<file path="src/mem_test_pkg.sv">
package mem_test_pkg;

  // widths of the SRAM pins and of the AXI side
  localparam int SRAM_ADDR_W = 20;
  localparam int SRAM_DATA_W = 16;
  localparam int AXI_ADDR_W = SRAM_ADDR_W + 1;

  typedef logic [SRAM_ADDR_W-1:0] sram_addr_t;
  typedef logic [AXI_ADDR_W-1:0] axi_addr_t;
  typedef logic [SRAM_DATA_W-1:0] axi_data_t;
  typedef logic [7:0] burst_len_t;

  // the test region is eight bursts of three beats
  localparam int NUM_BURSTS = 8;
  localparam int NUM_BEATS = 3;
  localparam int BYTES_PER_BEAT = SRAM_DATA_W / 8;
  localparam int BYTES_PER_BURST = BYTES_PER_BEAT * NUM_BEATS;

  localparam axi_addr_t BURST_ADDR_BASE = axi_addr_t'(8'h0A);
  localparam axi_data_t BEAT_DATA_BASE = axi_data_t'(8'hD0);
  localparam burst_len_t BURST_LEN = burst_len_t'(NUM_BEATS - 1);

  typedef struct packed {
    axi_addr_t  addr;
    burst_len_t len;
  } axi_ax_t;

  typedef struct packed {
    axi_data_t data;
    logic      last;
  } axi_w_t;

  typedef struct packed {
    axi_data_t data;
    logic      last;
  } axi_r_t;

  // shared by the write sequencer and the read checker
  typedef enum logic [2:0] {
    idle,
    burst_init,
    burst,
    done,
    fail
  } test_state_t;

endpackage

</file>
<file path="src/axi_sram_ctrl.sv">
`timescale 1ns/10ps

module axi_sram_ctrl (
  input  logic                     clk,
  input  logic                     rst_n,

  input  mem_test_pkg::axi_ax_t    aw,
  input  logic                     aw_valid,
  output logic                     aw_ready,

  input  mem_test_pkg::axi_w_t     w,
  input  logic                     w_valid,
  output logic                     w_ready,

  output logic                     b_valid,

  input  mem_test_pkg::axi_ax_t    ar,
  input  logic                     ar_valid,
  output logic                     ar_ready,

  output mem_test_pkg::axi_r_t     r,
  output logic                     r_valid,

  output mem_test_pkg::sram_addr_t sram_addr,
  output mem_test_pkg::axi_data_t  sram_dq_out,
  output logic                     sram_dq_oe,
  input  mem_test_pkg::axi_data_t  sram_dq_in,
  output logic                     sram_we_n,
  output logic                     sram_oe_n,
  output logic                     sram_ce_n
);

  typedef enum logic [2:0] {
    ctrl_idle,
    ctrl_wr_data,
    ctrl_wr_pin,
    ctrl_wr_resp,
    ctrl_rd_pin,
    ctrl_rd_data
  } ctrl_state_t;

  ctrl_state_t              state;

  mem_test_pkg::sram_addr_t word_addr;
  mem_test_pkg::burst_len_t beat_len;
  mem_test_pkg::burst_len_t beat_cnt;
  mem_test_pkg::axi_data_t  wr_data;
  logic                     wr_last;
  mem_test_pkg::axi_data_t  rd_data;

  logic                     aw_hs;
  logic                     ar_hs;
  logic                     w_hs;
  logic                     wr_end;
  logic                     rd_end;

  assign aw_hs  = aw_valid && aw_ready;
  assign ar_hs  = ar_valid && ar_ready;
  assign w_hs   = w_valid && w_ready;

  // a write burst also ends early if the master flags its last beat
  assign wr_end = (beat_cnt == beat_len) || wr_last;
  assign rd_end = beat_cnt == beat_len;

  always_ff @(posedge clk) begin
    if (!rst_n) begin
      state <= ctrl_idle;
    end else begin
      case (state)
        ctrl_idle: begin
          if (aw_hs) begin
            state <= ctrl_wr_data;
          end else if (ar_hs) begin
            state <= ctrl_rd_pin;
          end
        end

        ctrl_wr_data: begin
          if (w_hs) begin
            state <= ctrl_wr_pin;
          end
        end

        ctrl_wr_pin: begin
          state <= wr_end ? ctrl_wr_resp : ctrl_wr_data;
        end

        ctrl_wr_resp: begin
          state <= ctrl_idle;
        end

        ctrl_rd_pin: begin
          state <= ctrl_rd_data;
        end

        ctrl_rd_data: begin
          state <= rd_end ? ctrl_idle : ctrl_rd_pin;
        end

        default: begin
          state <= ctrl_idle;
        end
      endcase
    end
  end

  // burst address and beat tracking, plus the data holding registers
  always_ff @(posedge clk) begin
    if (aw_hs) begin
      word_addr <= aw.addr[mem_test_pkg::AXI_ADDR_W-1:1];
      beat_len  <= aw.len;
      beat_cnt  <= '0;
    end else if (ar_hs) begin
      word_addr <= ar.addr[mem_test_pkg::AXI_ADDR_W-1:1];
      beat_len  <= ar.len;
      beat_cnt  <= '0;
    end else if ((state == ctrl_wr_pin && !wr_end) || (state == ctrl_rd_data && !rd_end)) begin
      word_addr <= word_addr + 1'b1;
      beat_cnt  <= beat_cnt + 1'b1;
    end

    if (w_hs) begin
      wr_data <= w.data;
      wr_last <= w.last;
    end

    // the SRAM output has settled by the end of the address cycle
    if (state == ctrl_rd_pin) begin
      rd_data <= sram_dq_in;
    end
  end

  assign aw_ready    = state == ctrl_idle;
  assign ar_ready    = (state == ctrl_idle) && !aw_valid;
  assign w_ready     = state == ctrl_wr_data;
  assign b_valid     = state == ctrl_wr_resp;
  assign r_valid     = state == ctrl_rd_data;
  assign r           = '{data: rd_data, last: rd_end};

  assign sram_addr   = word_addr;
  assign sram_dq_out = wr_data;
  assign sram_dq_oe  = state == ctrl_wr_pin;
  assign sram_we_n   = state != ctrl_wr_pin;
  assign sram_oe_n   = state != ctrl_rd_pin;
  assign sram_ce_n   = !(state == ctrl_wr_pin || state == ctrl_rd_pin);

endmodule

</file>
<file path="src/mem_test_writer.sv">
`timescale 1ns/10ps

module mem_test_writer (
  input  logic                  clk,
  input  logic                  rst_n,

  output mem_test_pkg::axi_ax_t aw,
  output logic                  aw_valid,
  input  logic                  aw_ready,

  output mem_test_pkg::axi_w_t  w,
  output logic                  w_valid,
  input  logic                  w_ready,

  input  logic                  b_valid,
  output logic                  write_done
);

  mem_test_pkg::test_state_t state;
  mem_test_pkg::test_state_t state_next;

  mem_test_pkg::axi_addr_t   burst_addr;
  mem_test_pkg::axi_addr_t   burst_addr_next;
  logic [7:0]                burst_cnt;
  logic [7:0]                burst_cnt_next;
  logic [7:0]                beat_cnt;
  logic [7:0]                beat_cnt_next;
  logic [7:0]                data_cnt;
  logic [7:0]                data_cnt_next;

  mem_test_pkg::axi_data_t   data_calc;
  mem_test_pkg::axi_ax_t     aw_next;
  mem_test_pkg::axi_w_t      w_next;
  logic                      aw_valid_next;
  logic                      w_valid_next;

  assign data_calc = mem_test_pkg::BEAT_DATA_BASE + mem_test_pkg::axi_data_t'(data_cnt);

  always_comb begin
    state_next      = state;
    burst_addr_next = burst_addr;
    burst_cnt_next  = burst_cnt;
    beat_cnt_next   = beat_cnt;
    data_cnt_next   = data_cnt;

    aw_valid_next   = aw_valid && !aw_ready;
    aw_next         = aw;
    w_valid_next    = w_valid && !w_ready;
    w_next          = w;

    case (state)
      mem_test_pkg::idle: begin
        state_next      = mem_test_pkg::burst_init;
        burst_addr_next = mem_test_pkg::BURST_ADDR_BASE;
        burst_cnt_next  = '0;
        beat_cnt_next   = '0;
        data_cnt_next   = '0;
      end

      mem_test_pkg::burst_init: begin
        // first beat goes out together with the burst address
        if (!aw_valid || aw_ready) begin
          state_next     = mem_test_pkg::burst;
          aw_valid_next  = 1'b1;
          aw_next        = '{addr: burst_addr, len: mem_test_pkg::BURST_LEN};
          burst_cnt_next = burst_cnt + 1'b1;
          beat_cnt_next  = beat_cnt + 1'b1;
          data_cnt_next  = data_cnt + 1'b1;
          w_valid_next   = 1'b1;
          w_next         = '{data: data_calc, last: beat_cnt_next == 8'(mem_test_pkg::NUM_BEATS)};
        end
      end

      mem_test_pkg::burst: begin
        if (w_valid && w_ready && beat_cnt != 8'(mem_test_pkg::NUM_BEATS)) begin
          beat_cnt_next = beat_cnt + 1'b1;
          data_cnt_next = data_cnt + 1'b1;
          w_valid_next  = 1'b1;
          w_next        = '{data: data_calc, last: beat_cnt_next == 8'(mem_test_pkg::NUM_BEATS)};
        end

        if (b_valid) begin
          if (burst_cnt != 8'(mem_test_pkg::NUM_BURSTS)) begin
            state_next      = mem_test_pkg::burst_init;
            beat_cnt_next   = '0;
            burst_addr_next = burst_addr + mem_test_pkg::axi_addr_t'(mem_test_pkg::BYTES_PER_BURST);
          end else begin
            state_next = mem_test_pkg::done;
          end
        end
      end

      default: begin
      end
    endcase
  end

  always_ff @(posedge clk) begin
    if (!rst_n) begin
      state    <= mem_test_pkg::idle;
      aw_valid <= 1'b0;
      w_valid  <= 1'b0;
    end else begin
      state    <= state_next;
      aw_valid <= aw_valid_next;
      w_valid  <= w_valid_next;
    end
  end

  always_ff @(posedge clk) begin
    burst_addr <= burst_addr_next;
    burst_cnt  <= burst_cnt_next;
    beat_cnt   <= beat_cnt_next;
    data_cnt   <= data_cnt_next;
    aw         <= aw_next;
    w          <= w_next;
  end

  assign write_done = state == mem_test_pkg::done;

endmodule

</file>
<file path="src/mem_test_reader.sv">
`timescale 1ns/10ps

module mem_test_reader (
  input  logic                    clk,
  input  logic                    rst_n,
  input  logic                    write_done,

  output mem_test_pkg::axi_ax_t   ar,
  output logic                    ar_valid,
  input  logic                    ar_ready,

  input  mem_test_pkg::axi_r_t    r,
  input  logic                    r_valid,

  output logic                    test_done,
  output logic                    test_pass,
  output mem_test_pkg::axi_data_t last_actual,
  output mem_test_pkg::axi_data_t last_expected,
  output logic [7:0]              pass_count
);

  mem_test_pkg::test_state_t state;
  mem_test_pkg::test_state_t state_next;

  mem_test_pkg::axi_addr_t   burst_addr;
  mem_test_pkg::axi_addr_t   burst_addr_next;
  logic [7:0]                burst_cnt;
  logic [7:0]                burst_cnt_next;
  logic [7:0]                data_cnt;
  logic [7:0]                data_cnt_next;

  mem_test_pkg::axi_data_t   data_calc;
  mem_test_pkg::axi_data_t   last_actual_next;
  mem_test_pkg::axi_data_t   last_expected_next;
  mem_test_pkg::axi_ax_t     ar_next;
  logic                      ar_valid_next;

  // expected value follows from the global beat index
  assign data_calc = mem_test_pkg::BEAT_DATA_BASE + mem_test_pkg::axi_data_t'(data_cnt);

  always_comb begin
    state_next         = state;
    burst_addr_next    = burst_addr;
    burst_cnt_next     = burst_cnt;
    data_cnt_next      = data_cnt;
    last_actual_next   = last_actual;
    last_expected_next = last_expected;
    ar_valid_next      = ar_valid && !ar_ready;
    ar_next            = ar;

    case (state)
      mem_test_pkg::idle: begin
        burst_addr_next = mem_test_pkg::BURST_ADDR_BASE;
        burst_cnt_next  = '0;
        data_cnt_next   = '0;
        if (write_done) begin
          state_next = mem_test_pkg::burst_init;
        end
      end

      mem_test_pkg::burst_init: begin
        if (!ar_valid || ar_ready) begin
          state_next     = mem_test_pkg::burst;
          ar_valid_next  = 1'b1;
          ar_next        = '{addr: burst_addr, len: mem_test_pkg::BURST_LEN};
          burst_cnt_next = burst_cnt + 1'b1;
        end
      end

      mem_test_pkg::burst: begin
        if (r_valid) begin
          data_cnt_next      = data_cnt + 1'b1;
          last_actual_next   = r.data;
          last_expected_next = data_calc;
          if (r.data != data_calc) begin
            state_next = mem_test_pkg::fail;
          end else if (r.last) begin
            if (burst_cnt != 8'(mem_test_pkg::NUM_BURSTS)) begin
              state_next      = mem_test_pkg::burst_init;
              burst_addr_next = burst_addr +
                                mem_test_pkg::axi_addr_t'(mem_test_pkg::BYTES_PER_BURST);
            end else begin
              state_next = mem_test_pkg::done;
            end
          end
        end
      end

      // one cycle here per clean pass, then the next pass starts
      mem_test_pkg::done: begin
        state_next = mem_test_pkg::idle;
      end

      default: begin
      end
    endcase
  end

  always_ff @(posedge clk) begin
    if (!rst_n) begin
      state      <= mem_test_pkg::idle;
      ar_valid   <= 1'b0;
      pass_count <= '0;
    end else begin
      state    <= state_next;
      ar_valid <= ar_valid_next;
      if (state == mem_test_pkg::done) begin
        pass_count <= pass_count + 1'b1;
      end
    end
  end

  always_ff @(posedge clk) begin
    burst_addr    <= burst_addr_next;
    burst_cnt     <= burst_cnt_next;
    data_cnt      <= data_cnt_next;
    last_actual   <= last_actual_next;
    last_expected <= last_expected_next;
    ar            <= ar_next;
  end

  assign test_done = state == mem_test_pkg::done;
  assign test_pass = state != mem_test_pkg::fail;

endmodule

</file>
<file path="src/mem_test_top.sv">
`timescale 1ns/10ps

module mem_test_top (
  input  logic                     clk,
  input  logic                     rst_n,

  output logic                     test_done,
  output logic                     test_pass,
  output logic [7:0]               debug0,
  output logic [7:0]               debug1,
  output logic [7:0]               debug2,

  output mem_test_pkg::sram_addr_t sram_addr,
  output mem_test_pkg::axi_data_t  sram_dq_out,
  output logic                     sram_dq_oe,
  input  mem_test_pkg::axi_data_t  sram_dq_in,
  output logic                     sram_we_n,
  output logic                     sram_oe_n,
  output logic                     sram_ce_n
);

  mem_test_pkg::axi_ax_t   aw;
  logic                    aw_valid;
  logic                    aw_ready;
  mem_test_pkg::axi_w_t    w;
  logic                    w_valid;
  logic                    w_ready;
  logic                    b_valid;
  mem_test_pkg::axi_ax_t   ar;
  logic                    ar_valid;
  logic                    ar_ready;
  mem_test_pkg::axi_r_t    r;
  logic                    r_valid;

  logic                    write_done;
  mem_test_pkg::axi_data_t last_actual;
  mem_test_pkg::axi_data_t last_expected;
  logic [7:0]              pass_count;

  mem_test_writer writer_i (
    .clk       (clk),
    .rst_n     (rst_n),
    .aw        (aw),
    .aw_valid  (aw_valid),
    .aw_ready  (aw_ready),
    .w         (w),
    .w_valid   (w_valid),
    .w_ready   (w_ready),
    .b_valid   (b_valid),
    .write_done(write_done)
  );

  mem_test_reader reader_i (
    .clk          (clk),
    .rst_n        (rst_n),
    .write_done   (write_done),
    .ar           (ar),
    .ar_valid     (ar_valid),
    .ar_ready     (ar_ready),
    .r            (r),
    .r_valid      (r_valid),
    .test_done    (test_done),
    .test_pass    (test_pass),
    .last_actual  (last_actual),
    .last_expected(last_expected),
    .pass_count   (pass_count)
  );

  axi_sram_ctrl ctrl_i (
    .clk        (clk),
    .rst_n      (rst_n),
    .aw         (aw),
    .aw_valid   (aw_valid),
    .aw_ready   (aw_ready),
    .w          (w),
    .w_valid    (w_valid),
    .w_ready    (w_ready),
    .b_valid    (b_valid),
    .ar         (ar),
    .ar_valid   (ar_valid),
    .ar_ready   (ar_ready),
    .r          (r),
    .r_valid    (r_valid),
    .sram_addr  (sram_addr),
    .sram_dq_out(sram_dq_out),
    .sram_dq_oe (sram_dq_oe),
    .sram_dq_in (sram_dq_in),
    .sram_we_n  (sram_we_n),
    .sram_oe_n  (sram_oe_n),
    .sram_ce_n  (sram_ce_n)
  );

  // low bytes are enough to see the pattern on the board LEDs
  assign debug0 = last_actual[7:0];
  assign debug1 = last_expected[7:0];
  assign debug2 = pass_count;

endmodule

</file>
<file path="config.mk">
export PLATFORM = sky130hd
export DESIGN_NAME = mem_test_top
export DESIGN_NICKNAME = d
export VERILOG_FILES = /design/src/mem_test_pkg.sv /design/src/axi_sram_ctrl.sv /design/src/mem_test_writer.sv /design/src/mem_test_reader.sv /design/src/mem_test_top.sv
export SDC_FILE = /design/constraint.sdc
export NUM_CORES = 1
export LEC_CHECK = 0
export ABC_AREA = 1
export BUFFER_PORTS_ARGS = -buffer_cell sky130_fd_sc_hd__buf_2
export CAP_MARGIN = 30
export CORE_ASPECT_RATIO = 0.8
export CORE_MARGIN = 2
export CORE_UTILIZATION = 40
export DETAILED_ROUTE_END_ITERATION = 6
export HOLD_SLACK_MARGIN = 0.1
export SETUP_SLACK_MARGIN = 0.3
export SLEW_MARGIN = 20
export SYNTH_ARGS = -nofsm -noshare
export SYNTH_HDL_FRONTEND = slang
export SYNTH_SLANG_ARGS = --single-unit
</file>
<file path="constraint.sdc">
create_clock -name clk -period 8.8 [get_ports clk]
set_input_delay 1.76 -clock clk [delete_from_list [all_inputs] [get_ports clk]]
set_output_delay 1.76 -clock clk [all_outputs]
set_load 0.05 [all_outputs]
</file>
==> impl_summary.md <==
Status
The flow ran to the end, and the final reports show no timing, DRC or antenna violations.

Setup path
The worst setup path is of the flop to output port kind. The critical path launch point type is a flop. The setup slack of the worst register-to-register path is a little over 6 ns.

STA puts the critical path data required time at 7.04 ns. In this run the critical register-to-register path is captured at ctrl_i.sram_addr[12]. The reg-to-reg startpoint is ctrl_i.state[0]. Along the worst path, the maximum fanout reaches 5. The signal arrival time at the worst endpoint is 1.65 ns. The critical path capture point type is an output port. The length in cells of the worst reg-to-reg path is 10.

Die
The core area is 25500 um2. The horizontal die dimension is 185 um. The floorplan has 52 rows. The die covers 27500 um2. The initial standard-cell utilization of the core is between 40% and 50%. 84 I/O pins were placed. The die is between 100 and 150 um tall.

GRT
The initial antenna violation count is 0. The global-route met3 utilization is between 2 and 3%. The pin count of the biggest net entering global routing is 26. The global routing stage identified its most utilized layer as met1. The global-route wire length before repair is about 36000 um. Global routing consumed, over all layers together, 16.4% of the routing resources. In the global route stage, met1 resource usage came out at about a quarter.

For this run, global-route usage on met2 was measured as about 24%. The via count of the first global-routing pass is 7044. The overflow left after global routing is 0.

Power and ir drop
The static leakage power is 4.70 nW. Power spread over the standard cell area amounts to ~350 nW/um2. Across the VDD grid, the largest voltage drop is 202 uV.

Place
Counting tap cells, the placed design contains a total of approximately 1500 instances. The worst setup timing slack at the placement stage is a little under 6 ns. The half-perimeter wire length after detailed placement is 15800 um. During placement, the flow inserted port buffers numbering 76. Routability-driven placement finished with a final weighted congestion of 0.812.

Min path
The count of cells along the worst hold path is 0. In this run the worst hold path is classified as flop to flop. The start point of the worst min-delay path is writer_i.w[1]. For hold timing, the worst endpoint is ctrl_i.sram_dq_out[0].

STA
The post-route fraction of the period consumed by the critical path is 38.8%. Summed over all failing endpoints, the final setup total negative slack is 0 ns. The smallest setup slack after layout is 5.39 ns. The max-slew violation count was 0. For the final database, setup skew stands at roughly 0.011 ns. Setup repair after global routing left no endpoint under its margin.

The slew of the pin with the lowest slew margin is 0.872 ns. Setup violations remaining at the end of the flow were counted as 0. Measured against its own limit, the worst slew margin works out to a little over two fifths. After layout, the minimum clock period comes to approximately 3.4 ns. The highest achievable clock rate is approximately 290 MHz. The final hold violation count is 0.

Synthesis
The share of the synthesized area in the top cell type is between 50 and 60%. Sequential cells were found to cover 60.3% of the synthesized design area. The synthesized netlist cell count is 1070. The mean instance size in the synthesized netlist is a little under 10 um2. The number of synthesized register bits is about 220. Sorting the synthesized cells by area gives the leading types as sky130_fd_sc_hd__edfxtp_1 (55%), sky130_fd_sc_hd__nand2_1 (6.8%), sky130_fd_sc_hd__inv_1 (5.2%), sky130_fd_sc_hd__dfxtp_1 (5.2%), sky130_fd_sc_hd__a21oi_1 (4.4%). Yosys mapped the design onto 44 distinct sky130hd cell types. The area of the mapped netlist is between 10000 and 15000 um2.

The total number of yosys warnings is 0. sky130_fd_sc_hd__edfxtp_1 takes more of the synthesized area than any other cell.

Clock tree
The post-CTS setup repair buffer count is 0. The post-CTS clock slew at the launch and capture registers of the worst setup and hold paths is ~0.06 ns. The clock tree buffer depth is 3.

The number of clock buffers inserted by TritonCTS is 23. CTS built an H-tree with a depth of 1. The number of sinks driven by the clock tree is 219. The TritonCTS clock tree is yes. In this run the clock root is driven by a sky130_fd_sc_hd__clkbuf_16. In this run, post-CTS repair resized a total of 0 instances. The number of hold buffers added after CTS was 0. The clock insertion delay at the later pin of the skew report is 0.50 ns.

Route
After detailed routing, the number of vias per cell comes to 4.96. After detailed routing, the number of remaining DRC violations is 0. The via total after detailed routing is 7580. For this block, the routed nets add up to about 22000 um of wire. Before antenna repair, the detailed router went through 5 iterations. The first routing iteration left 570 violations.

Once detail routing completed, the nets flagged for antenna violations numbered 0. After detailed routing, the average wire length per cell comes to 14.6 um.

Cells and area
In the final design database the tool counted between 1000 and 1500 nets. Measured on the finished design, the core utilization comes to 46.9%. The area growth from synthesis to layout is 14.3%. Excluding fillers, the count of instances in the completed layout stands at about 1500.

In the final layout, the share of cells above drive strength 1 is 12.9%. The count of antenna diodes in the layout is 0.

Run
Max-cap violations in this run came to 0.
-- final cells by class --
class | instances | area, um2
Timing Repair Buffer | 84 | 448
Sequential cell | 219 | 6310
Inverter | 153 | 574
Fill cell | 2431 | 13500
Clock buffer | 29 | 608
Multi-Input combinational cell | 683 | 3490
Clock inverter | 10 | 96.3
Tap cell | 351 | 439
-- cell usage in the layout (no fill, tap or decap), types with 9 or more instances in the layout --
cell type and instances:
sky130_fd_sc_hd__edfxtp_1 192, sky130_fd_sc_hd__nand2_1 189, sky130_fd_sc_hd__inv_1 145, sky130_fd_sc_hd__nor2_1 110, sky130_fd_sc_hd__a21oi_1 90, sky130_fd_sc_hd__buf_2 76, sky130_fd_sc_hd__nand3_1 69, sky130_fd_sc_hd__o21ai_0 58
sky130_fd_sc_hd__nor3_1 30, sky130_fd_sc_hd__dfxtp_1 27, sky130_fd_sc_hd__clkbuf_16 23, sky130_fd_sc_hd__ha_1 21, sky130_fd_sc_hd__nand4_1 17, sky130_fd_sc_hd__xor2_1 15, sky130_fd_sc_hd__nor2_2 9
-- metal layers --
metal  wire (um)  up-vias
met5           0        -
met3        1180       34
met1       11200     3552
met2        9490      183
li1            -     3811
met4         454        0
-- cells in the mapped netlist (all sizes together) --
cell type	n
a21o	1
a21oi	93
a311oi	1
a31oi	2
and3	1
buf	15
clkbuf	6
clkinv	1
conb	1
dfxtp	27
edfxtp	192
ha	21
inv	152
nand2	195
nand3	70
nand3b	4
nand4	17
nor2	120
nor3	37
nor3b	6
nor4	6
o211ai	4
o21a	2
o21ai	66
o22ai	1
o31ai	3
or2	5
xnor2	6
xor2	15
-- cells by family after synthesis --
| logic type | synth area share (%) |
|---|---|
| simple gates | 20.0 |
| flops | 60.3 |
| buf+inv | 6.66 |
| compound gates | 8.76 |
| xor+xnor | 1.76 |
| fa+ha+maj | 2.51 |
| other cells | 0.0358 |
-- sequential cells by signal, summed over array words and instances, names as in the netlist, 9 cells and up --
register,count
ctrl_i.rd_data,16
ctrl_i.sram_addr,20
ctrl_i.sram_dq_out,9
reader_i.ar,20
reader_i.burst_addr,20
writer_i.aw,20
writer_i.burst_addr,20
writer_i.w,10
-- stage by stage --
stage / hold slack (ns) / power [W] / cell area [um2]
2_1_floorplan: 0.400 / 0.00289 / 10500
3_3_place_gp: 0.402 / 0.00329 / 11200
3_5_place_dp: 0.405 / 0.00332 / 11300
4_1_cts: 0.422 / 0.00426 / 12000
5_1_grt: 0.422 / 0.00451 / 12000
6_report: 0.420 / 0.00423 / 12000
-- report_power, final --
part	switching [W]	internal, W
clock network	0.000384	0.000544
logic	0.000982	0.000357
registers	0.000291	0.00167
total	0.00166	0.00257
-- how the worst max path moves through the flow --
stage / from / to
floorplan: ctrl_i.state[1] / sram_oe_n
global placement: ctrl_i.state[0] / ctrl_i.sram_addr[6]
detailed placement: ctrl_i.state[0] / sram_ce_n
CTS: ctrl_i.state[0] / sram_ce_n
global route: ctrl_i.state[2] / sram_ce_n
finish: ctrl_i.state[0] / sram_ce_n
-- worst max-delay path, stage by stage (launching register included) --
cell and delay, ns:
sky130_fd_sc_hd__dfxtp_1 0.31, sky130_fd_sc_hd__inv_2 0.09, sky130_fd_sc_hd__nand2_1 0.09, sky130_fd_sc_hd__nor2_2 0.29, sky130_fd_sc_hd__nor2_1 0.13, sky130_fd_sc_hd__buf_2 0.24
(Power assumes the default switching activity.)
